==> src/text_config.svh <==
`ifndef TEXT_CONFIG_SVH
`define TEXT_CONFIG_SVH

// screen coordinate width, 640x480 fits in 10 bits
`define TEXT_COORD_W     10

// glyph cell of the font rom
`define TEXT_GLYPH_W     8
`define TEXT_GLYPH_H     16

// creature name table
`define TEXT_NAME_LEN    9
`define TEXT_NAME_COUNT  8

// readout covers 0..199 only, hundreds digit is blank or '1'
`define TEXT_HP_MAX      199

// ascii codes
`define TEXT_ASCII_SPACE 8'h20
`define TEXT_ASCII_ZERO  8'h30
`define TEXT_ASCII_ONE   8'h31
`define TEXT_ASCII_SLASH 8'h2F

// field origins, top left pixel of the first glyph
`define TEXT_ENEMY_X     16
`define TEXT_ENEMY_Y     16
`define TEXT_NAME_X      64
`define TEXT_NAME_Y      16
`define TEXT_HPLBL_X     16
`define TEXT_HPLBL_Y     40
`define TEXT_HPVAL_X     40
`define TEXT_HPVAL_Y     40
`define TEXT_USED_X      16
`define TEXT_USED_Y      440

// field lengths in characters
`define TEXT_ENEMY_LEN   6
`define TEXT_HPLBL_LEN   2
`define TEXT_HPVAL_LEN   7
`define TEXT_USED_LEN    5

`endif

==> src/text_pkg.sv <==
`include "text_config.svh"

package text_pkg;

   // pixel position on screen
   typedef logic [`TEXT_COORD_W-1:0] coord_t;

   // one ascii code for the font rom
   typedef logic [7:0] char_t;

   // position inside a glyph cell
   typedef logic [2:0] glyph_col_t;
   typedef logic [3:0] glyph_row_t;

   // character slot in a field, longest field is 9
   typedef logic [3:0] char_idx_t;

   typedef logic [2:0] poke_id_t;
   typedef logic [7:0] hp_t;

   // which text field covers the pixel
   typedef enum logic [2:0] {
      FIELD_NONE,
      FIELD_ENEMY,
      FIELD_NAME,
      FIELD_HPLBL,
      FIELD_HPVAL,
      FIELD_USED
   } field_e;

   // creature names, space padded
   // slot 0 is the leftmost character
   localparam char_t [0:`TEXT_NAME_LEN-1] NAME_TABLE [`TEXT_NAME_COUNT] = '{
      "BLASTOISE",
      "CHARIZARD",
      "DRAGONITE",
      "GENGAR   ",
      "MEW      ",
      "PIKACHU  ",
      "VENUSAUR ",
      "WEEZING  "
   };

endpackage
==> src/field_hit_if.sv <==
`timescale 1ns/10ps

interface field_hit_if;
   import text_pkg::*;

   // handshake, transfer when both high
   logic       valid;
   logic       ready;

   // located pixel
   field_e     field;
   char_idx_t  char_idx;
   glyph_col_t bit_num;
   glyph_row_t row;

   // locator side
   modport src (
      output valid,
      input  ready,
      output field,
      output char_idx,
      output bit_num,
      output row
   );

   // fetch side
   modport dst (
      input  valid,
      output ready,
      input  field,
      input  char_idx,
      input  bit_num,
      input  row
   );

endinterface

==> src/char_fetch.sv <==
`timescale 1ns/10ps
`include "text_config.svh"

module char_fetch (
   input  logic                 clk,
   input  logic                 rst_n,
   field_hit_if.dst             hit,
   input  text_pkg::poke_id_t   poke_id,
   input  text_pkg::hp_t        cur_hp,
   input  text_pkg::hp_t        max_hp,
   output logic                 out_valid,
   input  logic                 out_ready,
   output logic                 is_text,
   output text_pkg::field_e     field,
   output text_pkg::char_t      char_code,
   output text_pkg::glyph_col_t bit_num,
   output text_pkg::glyph_row_t y_diff
);
   import text_pkg::*;

   // fixed labels, slot 0 leftmost
   localparam char_t [0:`TEXT_ENEMY_LEN-1] ENEMY_STR = "ENEMY ";
   localparam char_t [0:`TEXT_HPLBL_LEN-1] HPLBL_STR = "HP";
   localparam char_t [0:`TEXT_USED_LEN-1]  USED_STR  = "USED ";

   // index bits needed per field
   localparam int ENEMY_IW = $clog2(`TEXT_ENEMY_LEN);
   localparam int NAME_IW  = $clog2(`TEXT_NAME_LEN);
   localparam int HPLBL_IW = $clog2(`TEXT_HPLBL_LEN);
   localparam int HPVAL_IW = $clog2(`TEXT_HPVAL_LEN);
   localparam int USED_IW  = $clog2(`TEXT_USED_LEN);

   char_t hp_chars [`TEXT_HPVAL_LEN];
   char_t next_char;

   hp_digits u_hp_digits (
      .cur_hp   (cur_hp),
      .max_hp   (max_hp),
      .hp_chars (hp_chars)
   );

   // slot is always inside the field, locator guarantees it
   always_comb begin
      case (hit.field)
         FIELD_ENEMY: next_char = ENEMY_STR[hit.char_idx[ENEMY_IW-1:0]];
         FIELD_NAME:  next_char = NAME_TABLE[poke_id][hit.char_idx[NAME_IW-1:0]];
         FIELD_HPLBL: next_char = HPLBL_STR[hit.char_idx[HPLBL_IW-1:0]];
         FIELD_HPVAL: next_char = hp_chars[hit.char_idx[HPVAL_IW-1:0]];
         FIELD_USED:  next_char = USED_STR[hit.char_idx[USED_IW-1:0]];
         // nothing to draw
         default:     next_char = `TEXT_ASCII_SPACE;
      endcase
   end

   // output register empty or being taken
   assign hit.ready = !out_valid || out_ready;

   always_ff @(posedge clk or negedge rst_n) begin
      if (!rst_n) begin
         out_valid <= 1'b0;
      end else if (hit.ready) begin
         out_valid <= hit.valid;
      end
   end

   // result held stable while the sink stalls
   always_ff @(posedge clk) begin
      if (hit.valid && hit.ready) begin
         is_text   <= (hit.field != FIELD_NONE);
         field     <= hit.field;
         char_code <= next_char;
         bit_num   <= hit.bit_num;
         y_diff    <= hit.row;
      end
   end

endmodule

==> src/field_locator.sv <==
`timescale 1ns/10ps
`include "text_config.svh"

module field_locator (
   input  logic             clk,
   input  logic             rst_n,
   input  logic             pix_valid,
   output logic             pix_ready,
   input  text_pkg::coord_t draw_x,
   input  text_pkg::coord_t draw_y,
   field_hit_if.src         hit
);
   import text_pkg::*;

   // stage register holds a pixel
   logic   full;

   // origin of the field that covers the pixel
   field_e sel_field;
   coord_t org_x;
   coord_t org_y;
   coord_t dx;
   coord_t dy;

   // one glyph row high, len glyphs wide
   function automatic logic in_rect(input coord_t x, input coord_t y,
                                    input int ox, input int oy, input int len);
      return (int'(y) >= oy) && (int'(y) < oy + `TEXT_GLYPH_H) &&
             (int'(x) >= ox) && (int'(x) < ox + `TEXT_GLYPH_W * len);
   endfunction

   // fields never overlap so the order is arbitrary
   always_comb begin
      sel_field = FIELD_NONE;
      org_x     = '0;
      org_y     = '0;
      if (in_rect(draw_x, draw_y, `TEXT_ENEMY_X, `TEXT_ENEMY_Y, `TEXT_ENEMY_LEN)) begin
         sel_field = FIELD_ENEMY;
         org_x     = coord_t'(`TEXT_ENEMY_X);
         org_y     = coord_t'(`TEXT_ENEMY_Y);
      end else if (in_rect(draw_x, draw_y, `TEXT_NAME_X, `TEXT_NAME_Y, `TEXT_NAME_LEN)) begin
         sel_field = FIELD_NAME;
         org_x     = coord_t'(`TEXT_NAME_X);
         org_y     = coord_t'(`TEXT_NAME_Y);
      end else if (in_rect(draw_x, draw_y, `TEXT_HPLBL_X, `TEXT_HPLBL_Y, `TEXT_HPLBL_LEN)) begin
         sel_field = FIELD_HPLBL;
         org_x     = coord_t'(`TEXT_HPLBL_X);
         org_y     = coord_t'(`TEXT_HPLBL_Y);
      end else if (in_rect(draw_x, draw_y, `TEXT_HPVAL_X, `TEXT_HPVAL_Y, `TEXT_HPVAL_LEN)) begin
         sel_field = FIELD_HPVAL;
         org_x     = coord_t'(`TEXT_HPVAL_X);
         org_y     = coord_t'(`TEXT_HPVAL_Y);
      end else if (in_rect(draw_x, draw_y, `TEXT_USED_X, `TEXT_USED_Y, `TEXT_USED_LEN)) begin
         sel_field = FIELD_USED;
         org_x     = coord_t'(`TEXT_USED_X);
         org_y     = coord_t'(`TEXT_USED_Y);
      end
   end

   // offsets from the field origin
   assign dx = draw_x - org_x;
   assign dy = draw_y - org_y;

   // take a new pixel when empty or when the fetch stage drains us
   assign pix_ready = !full || hit.ready;
   assign hit.valid = full;

   always_ff @(posedge clk or negedge rst_n) begin
      if (!rst_n) begin
         full <= 1'b0;
      end else if (pix_ready) begin
         full <= pix_valid;
      end
   end

   // payload, held while stalled
   always_ff @(posedge clk) begin
      if (pix_valid && pix_ready) begin
         hit.field <= sel_field;
         if (sel_field != FIELD_NONE) begin
            // glyph width is a power of two, slot and column are a bit split
            hit.char_idx <= char_idx_t'(dx / `TEXT_GLYPH_W);
            hit.bit_num  <= glyph_col_t'(dx % `TEXT_GLYPH_W);
            hit.row      <= glyph_row_t'(dy);
         end else begin
            hit.char_idx <= '0;
            hit.bit_num  <= '0;
            hit.row      <= '0;
         end
      end
   end

endmodule

==> src/hp_digits.sv <==
`timescale 1ns/10ps
`include "text_config.svh"

module hp_digits (
   input  text_pkg::hp_t   cur_hp,
   input  text_pkg::hp_t   max_hp,
   output text_pkg::char_t hp_chars [`TEXT_HPVAL_LEN]
);
   import text_pkg::*;

   // hundreds, tens, ones
   typedef char_t [0:2] hp_text_t;

   hp_text_t cur_txt;
   hp_text_t max_txt;

   // same rule for both halves of the readout
   function automatic hp_text_t hp_text(input hp_t v);
      hp_t      sat;
      hp_t      tens;
      hp_t      ones;
      hp_text_t txt;
      // out of range values pin at the top of the readout
      sat  = (v > `TEXT_HP_MAX) ? hp_t'(`TEXT_HP_MAX) : v;
      tens = (sat % 8'd100) / 8'd10;
      ones = sat % 8'd10;
      txt[0] = (sat >= 8'd100) ? `TEXT_ASCII_ONE : `TEXT_ASCII_SPACE;
      // leading zero blanked below 10
      txt[1] = (sat < 8'd100 && tens == 8'd0) ? `TEXT_ASCII_SPACE : `TEXT_ASCII_ZERO + tens;
      txt[2] = `TEXT_ASCII_ZERO + ones;
      return txt;
   endfunction

   assign cur_txt = hp_text(cur_hp);
   assign max_txt = hp_text(max_hp);

   // "ccc/mmm"
   assign hp_chars[0] = cur_txt[0];
   assign hp_chars[1] = cur_txt[1];
   assign hp_chars[2] = cur_txt[2];
   assign hp_chars[3] = `TEXT_ASCII_SLASH;
   assign hp_chars[4] = max_txt[0];
   assign hp_chars[5] = max_txt[1];
   assign hp_chars[6] = max_txt[2];

endmodule

==> src/text_overlay.sv <==
`timescale 1ns/10ps

module text_overlay (
   input  logic                 clk,
   input  logic                 rst_n,
   // pixel source
   input  logic                 pix_valid,
   output logic                 pix_ready,
   input  text_pkg::coord_t     draw_x,
   input  text_pkg::coord_t     draw_y,
   // battle status, stable while pixels are in flight
   input  text_pkg::poke_id_t   poke_id,
   input  text_pkg::hp_t        cur_hp,
   input  text_pkg::hp_t        max_hp,
   // towards the font rom
   output logic                 out_valid,
   input  logic                 out_ready,
   output logic                 is_text,
   output text_pkg::field_e     field,
   output text_pkg::char_t      char_code,
   output text_pkg::glyph_col_t bit_num,
   output text_pkg::glyph_row_t y_diff
);

   // stage 1 to stage 2
   field_hit_if hit_if ();

   // stage 1, field and slot lookup
   field_locator u_field_locator (
      .clk       (clk),
      .rst_n     (rst_n),
      .pix_valid (pix_valid),
      .pix_ready (pix_ready),
      .draw_x    (draw_x),
      .draw_y    (draw_y),
      .hit       (hit_if.src)
   );

   // stage 2, character select
   char_fetch u_char_fetch (
      .clk       (clk),
      .rst_n     (rst_n),
      .hit       (hit_if.dst),
      .poke_id   (poke_id),
      .cur_hp    (cur_hp),
      .max_hp    (max_hp),
      .out_valid (out_valid),
      .out_ready (out_ready),
      .is_text   (is_text),
      .field     (field),
      .char_code (char_code),
      .bit_num   (bit_num),
      .y_diff    (y_diff)
   );

endmodule

==> config.mk <==
export PLATFORM = sky130hd
export DESIGN_NAME = text_overlay
export DESIGN_NICKNAME = d
export VERILOG_FILES = /design/src/text_pkg.sv /design/src/field_hit_if.sv /design/src/char_fetch.sv /design/src/field_locator.sv /design/src/hp_digits.sv /design/src/text_overlay.sv
export VERILOG_INCLUDE_DIRS = /design/src
export SDC_FILE = /design/constraint.sdc
export NUM_CORES = 1
export LEC_CHECK = 0
export ABC_CLOCK_PERIOD_IN_PS = 5450
export BUFFER_PORTS_ARGS = -buffer_cell sky130_fd_sc_hd__buf_4
export CORE_UTILIZATION = 50
export CTS_CLUSTER_SIZE = 14
export DETAILED_ROUTE_END_ITERATION = 7
export PLACE_DENSITY = 0.69
export SLEW_MARGIN = 20
export SYNTH_ARGS = -nofsm -noshare
export SYNTH_HDL_FRONTEND = slang
export SYNTH_SLANG_ARGS = --single-unit
==> constraint.sdc <==
create_clock -name clk -period 5.45 [get_ports clk]
set_clock_uncertainty 0.05 [all_clocks]
set_input_delay 0.545 -clock clk [delete_from_list [all_inputs] [get_ports clk]]
set_output_delay 0.545 -clock clk [all_outputs]
set_load 0.02 [all_outputs]
==> After elaboration in Yosys (flattened, before gate mapping) <==
Memories as Yosys holds them, arrays and structs flattened.
Cells that the tools add are included.
{ "totals": {"regBits": 35, "rom_bits": 704, "word_cells": 121, "mem_count": 3} }
{ "op_classes": {"addsub": 6, "n_div": 6, "n_lt_le_gt_ge": 24, "eq_ne": 5, "muxes": 37, "n_bitwise": 4, "n_reduce_logical": 25} }
{ "memory_table": {"columns": ["name", "words", "word_bits", "read_ports", "rd_ports_with_merged_regs", "wr", "line", "rtl"], "rows": [
  ["(no name shown)", 8, 72, 1, 0, 0, "char_fetch.sv:46", "FIELD_NAME: next_char = NAME_TABLE[poke_id][hit.char_idx[NAME_IW-1:0]];"],
  ["(no name shown)", 8, 8, 1, 0, 0, "char_fetch.sv:49", "FIELD_USED: next_char = USED_STR[hit.char_idx[USED_IW-1:0]];"],
  ["(no name shown)", 8, 8, 1, 0, 0, "char_fetch.sv:45", "FIELD_ENEMY: next_char = ENEMY_STR[hit.char_idx[ENEMY_IW-1:0]];"]
]} }
{ "op_table": {"columns": ["op", "count"], "rows": [
  ["$mux 72", 2],
  ["$mux 8", 14],
  ["$lt 10x6->1 const B", 4],
  ["$pmux 8 s5", 1],
  ["$add 6x8->8 const A", 4],
  ["$bmux 8 s4", 1],
  ["$bmux 8 s3", 1],
  ["$mux 7", 3],
  ["$ge 10x5->1 const B", 2],
  ["$ge 10x6->1 const B", 2],
  ["$lt 10x7->1 const B", 2],
  ["$mux 4", 5],
  ["$mux 5", 4],
  ["$logic_and 1x1->1", 17],
  ["$div 8x4->8 const B", 2],
  ["$ge 8x7->1 const B", 2],
  ["$gt 8x8->1 const B", 2],
  ["$logic_not 8->1", 2],
  ["$lt 8x7->1 const B", 2],
  ["$mod 8x4->8 const B", 2],
  ["$mod 8x7->8 const B", 2],
  ["$mux 3", 5],
  ["$ge 10x7->1 const B", 1],
  ["$ge 10x9->1 const B", 1],
  ["other kinds (17)", 24]
]} }

==> Logic depth before layout (Yosys ltp) <==
Gate-level depths: netlist of the first run.
{ "depth": {"ltp_word": 11, "mapped_depth": 29} }

==> Modules after synthesis <==
From an unflattened synthesis of the first run, not the netlist that was laid out.
{ "hier_totals": {"hier_cells": 831, "area_unflattened_um2": 6593.8} }
{ "modules_own_cells": {"columns": ["mod", "instances", "cells_each", "area_per_inst_um2"], "rows": [
  ["hp_digits", 1, 507, 3392.0],
  ["char_fetch", 1, 238, 2202.1],
  ["field_locator", 1, 86, 999.7]
]} }

==> Least setup slack after synthesis of the first run <==
Ideal clock, no wire load.
{ "synth_timing": {"kind": "input port to flip-flop", "from": "input max_hp[6]", "to": "register u_char_fetch.char_code[0] (data pin)", "setup_time_ns": 0.261, "t_arrival_ns": 5.783, "required_ns": 5.139, "setup_slack_ns": -0.644, "stages": 26, "path_buffers": 5, "cell_sequence": "clkbuf_1 > clkbuf_1 > clkbuf_1 > ha_1 > nor2_1 > o2bb2a_1 > o221ai_1 > inv_1 > ha_1 > inv_1 > o41a_1 > a31o_1 > buf_6 > or4_4 > nand2_1 > ha_1 > inv_1 > o2111ai_1 > or4bb_1 > o211ai_2 > and2_1 > buf_4 > xnor2_1 > a221o_1 > a211o_1 > a221o_1"} }
{ "synth_between": {"elab_chain_cells": 11, "elab_cells_between_ends": 17, "cone_classes": "2 x add/sub; 3 x div; 3 x order compare; 7 x mux; 2 x reduce/logical"} }
{ "synth_lines": {"columns": ["item", "line", "rtl"], "rows": [
  ["start, declared", "text_overlay.sv:14", "input text_pkg::hp_t max_hp,"],
  ["$gt 8x8->1 (no source line)", null, null],
  ["$mux 8 (*)", "hp_digits.sv:24", "sat = (v > `TEXT_HP_MAX) ? hp_t'(`TEXT_HP_MAX) : v;"],
  ["branches (longest 5 deep; another with $mod 8x7->8)", null, null],
  ["$bmux 8 s3 (*)", "char_fetch.sv:48", "FIELD_HPVAL: next_char = hp_chars[hit.char_idx[HPVAL_IW-1:0]];"],
  ["$mux 8 (implied by the code) (*) (2 in series)", "char_fetch.sv:48", null],
  ["$pmux 8 s5 (*)", "char_fetch.sv:44", "case (hit.field)"],
  ["net u_char_fetch.next_char[0]", "char_fetch.sv:34", "char_t next_char;"],
  ["end signal, assigned", "char_fetch.sv:71", "char_code <= next_char;"],
  ["end, declared", "char_fetch.sv:15", "output text_pkg::char_t char_code,"]
]} }
Mark *: on every way through the listed nets, which the timed path passes. The select of a mux whose other input is x is not followed.
A chain may end at the register's enable or synchronous reset.

==> Worst setup path in the final report of the first run <==
Same ends and word-level chain as after synthesis.

==> results of run 1 <==
[sequential cells by signal (all words and copies together), names as in the netlist]
name                          cells
u_char_fetch.bit_num              3
u_field_locator.hit.row           4
u_char_fetch.char_code            8
u_field_locator.hit.char_idx      4
u_char_fetch.out_valid            1
u_char_fetch.is_text              1
u_char_fetch.y_diff               4
u_field_locator.hit.bit_num       3
u_char_fetch.field                3
u_field_locator.hit.field         3
u_field_locator.hit.valid         1
[final timing paths]
| check | startpoint | endpoint | depth (start not counted) |
|---|---|---|---|
| worst max-delay path | max_hp[6] | u_char_fetch.char_code[0] | 25 |
| worst max register to register | u_field_locator.hit.char_idx[0] | u_char_fetch.char_code[0] | 8 |
| max in group asynchronous | rst_n | u_field_locator.hit.valid | 2 |
| min in group asynchronous | rst_n | u_char_fetch.out_valid | 2 |
| worst min register to register | u_field_locator.hit.row[0] | u_char_fetch.y_diff[0] | 0 |
| worst min-delay path | u_field_locator.hit.row[0] | u_char_fetch.y_diff[0] | 0 |
[routing by layer]
metal	part of all wire [%]	GRT usage (%)
met1	45	36.5
met2	48	47.6
met3	4.9	2.28
met4	2.0	7.10
met5	0	0
[what timing repair did]
| action | 4_1_cts | 5_1_grt |
|---|---|---|
| hold buffers | 1 | 0 |
| buffers inserted | 0 | 0 |
| endpoints found under the setup margin | 0 | 4 |
| hold endpoints to repair | 2 | 0 |
| gates resized for setup | 0 | 3 |
[critical path: cells and delay by family]
| kind | cells | cell delay (ns) |
|---|---|---|
| buffers and inverters | 5 | 0.38 |
| adders and majority gates | 3 | 0.57 |
| xor gates and xnor gates | 1 | 0.07 |
| and+or+nand+nor | 7 | 1.70 |
| AOI/OAI and AO/OA | 9 | 2.00 |
[area by class of cell]
cell class | instances | area (um2)
multi-input combinational | 734 | 4940
fill | 1124 | 4800
sequential | 35 | 1040
timing repair buffer | 115 | 878
tap | 168 | 210
inverter | 41 | 154
clock buffer | 7 | 133
clock inverter | 1 | 5.00
[metrics by stage]
stage,cell area (um2),std cells,total power (W)
floorplan,6430,872,0.000930
global placement,7210,1092,0.00113
detailed placement,7210,1092,0.00115
CTS,7360,1101,0.00142
global route,7370,1101,0.00153
finish,7370,1101,0.00143
[cell usage in the layout, fill, tap and decap left out, drive strengths merged, types with 8 or more instances in the layout]
master and count:
mux2 9, o31ai 14, ha 36, nor2 79, and2 20, nand2b 19, nand3 28, a211oi 17
xnor2 12, edfxtp 33, a21oi 69, a21o 10, or3 17, o22ai 9, inv 40, buf 114
a221oi 10, nand2 73, nand3b 8, a211o 10, a22oi 8, o21ai 56, mux2i 11, a31oi 20
nor2b 12, a21boi 8, or2 9, nor3 26, o211ai 26, nand4 8
[power by group]
part | switching, W | internal, W
clock | 0.0000924 | 0.000168
combinational | 0.000485 | 0.000354
sequential | 0.0000112 | 0.000317
total | 0.000589 | 0.000839
[logic make-up after synthesis]
logic type                 share of synthesized area [%]
adders and majority gates                           7.96
buffers and inverters                               6.53
xor gates and xnor gates                            2.64
muxes                                               3.36
DFF                                                 16.5
AOI/OAI and AO/OA                                   36.5
and+or+nand+nor                                     26.5
==> metrics.md, run 1 <==
| Metric | Value |
|---|---|
| Status | finished, final reports clean |
| Critical path's slowest cell | or4_4 |
| DP HPWL | 13.9 mm |
| Cell area after synthesis | 6300 um2 |
| Starting Density | 51.8% |
| Fin crit share | 97.3% |
| Worst Max-Slew Pin Slew | about 0.94 ns |
| Setup-failing EPs final | 0 |
| Yosys warns | 0 |
| Max stage delay on crit path | roughly 0.60 ns |
| Drt total wl | 18.2 mm |
| Syn_area_per_cell | 7.22 um2 |
| Final worst setup slack | between 0.1 and 0.15 ns |
| Drt via density | 6.35 |
| Layout cells sized above 1 | 18.4% |
| Area Overhead vs Synth | 16.9% |
| #FFs+latches synth | 35 |
| Clock transition at path regs | 0.05 ns |
| Clk Tree Root Cell | clkbuf_16 |
| Clk buf depth | 2 |
| Mean routed wirelength per cell | 16.5 um |
| Vias | ~7,000 |
| Final Hold Violating Endpoints | 0 |
| Die area | 13,100 um2 |
| Worst setup EP type | flop |
| First-pass GRT wire length | 30.0 mm |
| Dominant synthesized flop cell | edfxtp_1 |
| Fmax | about 190 MHz |
| Port Buffer Count | 63 |
| Relative slew slack | 36.9% |
| Die Wd | 114 um |
| # DRC | 0 |
| Worst-Skew Late Latency | approximately 0.27 ns |
| Leak | approximately 2.9 nW |
| DP Worst Slack | -0.112 ns |
| Ys async rst share | 5.71% |
| Initial detailed-routing violation count | around 570 |
| Synth top area cells | edfxtp_1 16%, ha_1 7.1%, a21oi_1 5.5% |
| ANT nets after route | 0 |
| Total Routing Usage GR | around 27% |
| Pwr/cell area | 194 nW/um2 |
| Num CTS Buffers | 5 |
| Maxcap violations | 0 |
| Cell accounting for the most synthesized area | edfxtp_1 |
| Mapped Cells | 872 |
| Top-area cell type share of the netlist area | 15.7% |
| Hold slack | 0.363 ns |
| Final Critical Period | 5.30 ns |
| Worst VDD drop | 0.127 mV |
| CTS tree | built |
| TNS Setup | 0 ns |
| Initial antenna violation count | 0 |
| Pre-antenna DRT Iters | 5 |
| Worst setup SP type | primary input |
| Worst path most repeated cell | inv_2 |
| Largest net degree at the start of global routing | 40 |
| Req. time, crit path | 5.42 ns |
| Diodes inserted | 0 |
| Setup CP Type | primary input to flop |
| Register area share after synthesis | 16.5% |
| Cell variety after synth | 91 |
| Std-Cell Core Area | 12,200 um2 |
| Slew Viols, Final | 0 |
| Routability congestion estimate | approximately 0.89 |
| Post-synth top cells | 79 x nor2_1, 73 x nand2_1, 69 x a21oi_1, 55 x o21ai_0, 51 x clkbuf_1 |
| Die H | 114 um |
| Final nets | 1,012 |
| Post-synth EDFFs | 33 |
| Worst hold-check path type | flop to flop |
| Vias in the first global route | 6,368 |
| WP data arrival | between 5 and 6 ns |
| # IOs | 64 |
| Critical path peak fanout | 5 |
| Post-layout util | 60.6% |
| R2R Setup Slk | 2.73 ns |
| RSZ-0062 raised after global routing | false |
| Most frequent cell after synthesis | nor2_1 |
| Synth Net Count | between 900 and 1,000 |
| Grt total ovfl | 0 |
| Htree depth | 2 |
| Cell Rows | 40 |
| # clock sinks | 35 |
Note: power is estimated with default switching activity, not from simulation.
==> run 2: changes to the inputs <==
CTS_BUF_LIST = sky130_fd_sc_hd__clkbuf_4 sky130_fd_sc_hd__clkbuf_8   (was default)
PLACE_DENSITY = 0.81   (was 0.69)
==> run 2 against run 1 <==
Effect of this change: maximum frequency increased by 0.76%; utilization decreased by 0.58 points; via count about the same; non-clock buffer count decreased by 2; first-iteration DRC count increased by 25%; global-route usage decreased by 2.0 points; sequential share of layout area increased by 0.14 points; largest cell class unchanged; largest power group unchanged.
==> metrics.md, run 2 (synthesis results as in run 1) <==
| Metric | Value |
|---|---|
| Crit path to | u_char_fetch.char_code[0] |
| Clock transition at path regs | 0.06 ns (about the same) |
| Mean routed wirelength per cell | 15.6 um (-5.7%) |
| Die H | 114 um (unchanged) |
| Initial detailed-routing violation count | 706 (+25%) |
| Area taken by multi-input logic gates | 4950 um2 (+0.13%) |
| Worst setup EP type | flop |
| Drt via density | 6.36 (+0.17%) |
| # DRC | 0 (unchanged) |
| Maxcap violations | 0 (unchanged) |
| CP Cell Sequence | buf_4, nand2_2, and2_4, ha_4, nor2_4, o2bb2a_4, o221ai_2, inv_1, ha_2, inv_2, o41a_1, a31o_1, or4_4, nand2_4, ha_4, inv_2, o2111ai_1, or4bb_1, o211ai_2, and2_1, xnor2_1, a221o_1, a211o_1, a221o_1 |
| Worst hold-check path type | flop to flop |
| Cell Rows | 40 (unchanged) |
| Final Critical Period | 5.26 ns (-0.0402 ns) |
| Area Overhead vs Synth | 15.8% |
| Worst VDD drop | 0.0873 mV (-31%) |
| Clk Tree Root Cell | clkbuf_8 |
| Top cell family by delay on the critical path | compound AO/OA/AOI/OAI gates |
| Vias | 6,992 (-0.014%) |
| Diodes inserted | 0 (unchanged) |
| Std-Cell Core Area | 12,200 um2 (unchanged) |
| Req. time, crit path | 5.42 ns (about the same) |
| Hold slack | 0.371 ns (+0.00740 ns) |
| Pre-antenna DRT Iters | 6 (+1) |
| Worst setup SP type | primary input |
| Worst Max-Slew Pin Slew | 0.882 ns (-0.0603 ns) |
| Fmax | 190 MHz (+0.76%) |
| Htree depth | 2 (unchanged) |
| First-pass GRT wire length | 27.9 mm (-6.7%) |
| R2R Setup Slk | 2.34 ns (-0.39 ns) |
| Hold path depth | 0 (unchanged) |
| FILL cells | 1,099 (-2.2%) |
| Register area | 1040 um2 (unchanged) |
| Crit path from | max_hp[6] |
| Total Routing Usage GR | 25.4% (-2.0 points) |
| Reg2Reg Depth | 7 (-1) |
| Grt total ovfl | 0 (unchanged) |
| Worst reg2reg startpoint | u_field_locator.hit.char_idx[0] |
| Die Wd | 114 um (unchanged) |
| Final worst setup slack | 0.188 ns (+0.0402 ns) |
| # clock sinks | 35 (unchanged) |
| Critical path's slowest cell | or4_4 |
| Die area | 13,100 um2 (unchanged) |
| WP data arrival | 5.23 ns (-0.04 ns) |
| ANT nets after route | 0 (unchanged) |
| Worst-Skew Late Latency | 0.28 ns (about the same) |
| Relative slew slack | 40.9% (+4.0 points) |
| Fin crit share | 96.6% (-0.74 points) |
| Initial antenna violation count | 0 (unchanged) |
| Most common cell after layout, fill and taps aside | buf_4 |
| WP depth | 24 (-4.0%) |
| Port Buffer Count | 63 (unchanged) |
| Max stage delay on crit path | 0.58 ns (-0.02 ns) |
| Critical R2R Capture | u_char_fetch.char_code[0] |
| RSZ-0062 raised after global routing | false |
| Clk buf depth | 2 (unchanged) |
| Buf/Inv on CP | 4 (-1) |
| Routability congestion estimate | 0.955 (+7.1%) |
| Vias in the first global route | 5,941 (-6.7%) |
| CTS tree | built |
| Pwr/cell area | 183 nW/um2 (-5.5%) |
| Max reg flops | 8 (unchanged) |
| Drt total wl | 17.1 mm (-5.9%) |
| Setup CP Type | primary input to flop |
| Slew Viols, Final | 0 (unchanged) |
| Starting Density | 51.8% (unchanged) |
| DP Worst Slack | -0.0336 ns (+0.0782 ns) |
| Most frequent cells in the layout | 112 x buf_4, 77 x nor2_1, 71 x nand2_1 |
| Num CTS Buffers | 5 (unchanged) |
| DP HPWL | 12.9 mm (-7.4%) |
| Critical path peak fanout | 7 (+2) |
| Setup-failing EPs final | 0 (unchanged) |
| Final Hold Violating Endpoints | 0 (unchanged) |
| Leak | 2.88 nW (-1.0%) |
| Layout cells sized above 1 | 18.6% (+0.15 points) |
| Largest net degree at the start of global routing | 40 (unchanged) |
| # IOs | 64 (unchanged) |
| Reg with most FFs | u_char_fetch.char_code |
| Final nets | 1,010 (-0.20%) |
| Status | finished, final reports clean |
run 2: cell count changes in the layout (fill, tap and decap cells not counted), sizes merged:
cell / previous run / this run
buf: 114 / 112
run 2: cell type report:
cell class	instances	share of cell area, %
clock buffers	7	1.15
clock inverters	1	0.0686
inverters	41	2.11
multi-input cells	734	67.9
flip-flops and latches	35	14.3
well taps	168	2.88
repair buffers	113	11.7
run 2: how the worst min path moves through the flow:
stage,startpoint,end,slack (ns)
floorplan,rst_n,u_char_fetch.out_valid,0.20
global placement,rst_n,u_field_locator.hit.valid,0.28
detailed placement,rst_n,u_field_locator.hit.valid,0.28
CTS,u_field_locator.hit.bit_num[0],u_char_fetch.bit_num[0],0.37
global route,u_field_locator.hit.row[0],u_char_fetch.y_diff[0],0.37
finish,u_field_locator.hit.bit_num[0],u_char_fetch.bit_num[0],0.37
run 2: power breakdown:
group / switching (W) / internal [W] / leakage (nW) / total, W
Combinational: 0.000480 / 0.000347 / 2.48 / 0.000828
Sequential: 0.0000117 / 0.000316 / 0.348 / 0.000328
Clock: 0.0000819 / 0.0000994 / 0.0491 / 0.000181
run 2: what timing repair did:
action,CTS,global route
buffers inserted,0,0
gates resized for setup,0,4
hold endpoints to repair,2,0
endpoints found under the setup margin,0,3
hold buffers,1,0
run 2: per-stage QoR:
| step | total power [W] | setup TNS [ns] | cells | area [um2] | util (%) |
|---|---|---|---|---|---|
| finish | 0.00134 | 0 | 1099 | 7300 | 60.0 |
| CTS | 0.00132 | 0 | 1099 | 7280 | 59.9 |
| floorplan | 0.000930 | -0.147 | 872 | 6430 | - |
| global route | 0.00143 | 0 | 1099 | 7300 | 60.0 |
| global placement | 0.00112 | 0 | 1090 | 7180 | 59.0 |
| detailed placement | 0.00114 | -0.0336 | 1090 | 7180 | 59.0 |
run 2: routing by layer:
layer	up-vias	wire length, um	GRT usage [%]
met2	297	7910	41.2
met1	3231	7850	36.3
li1	3436	-	-
met5	-	0	0
met3	28	1090	2.49
met4	0	259	5.63
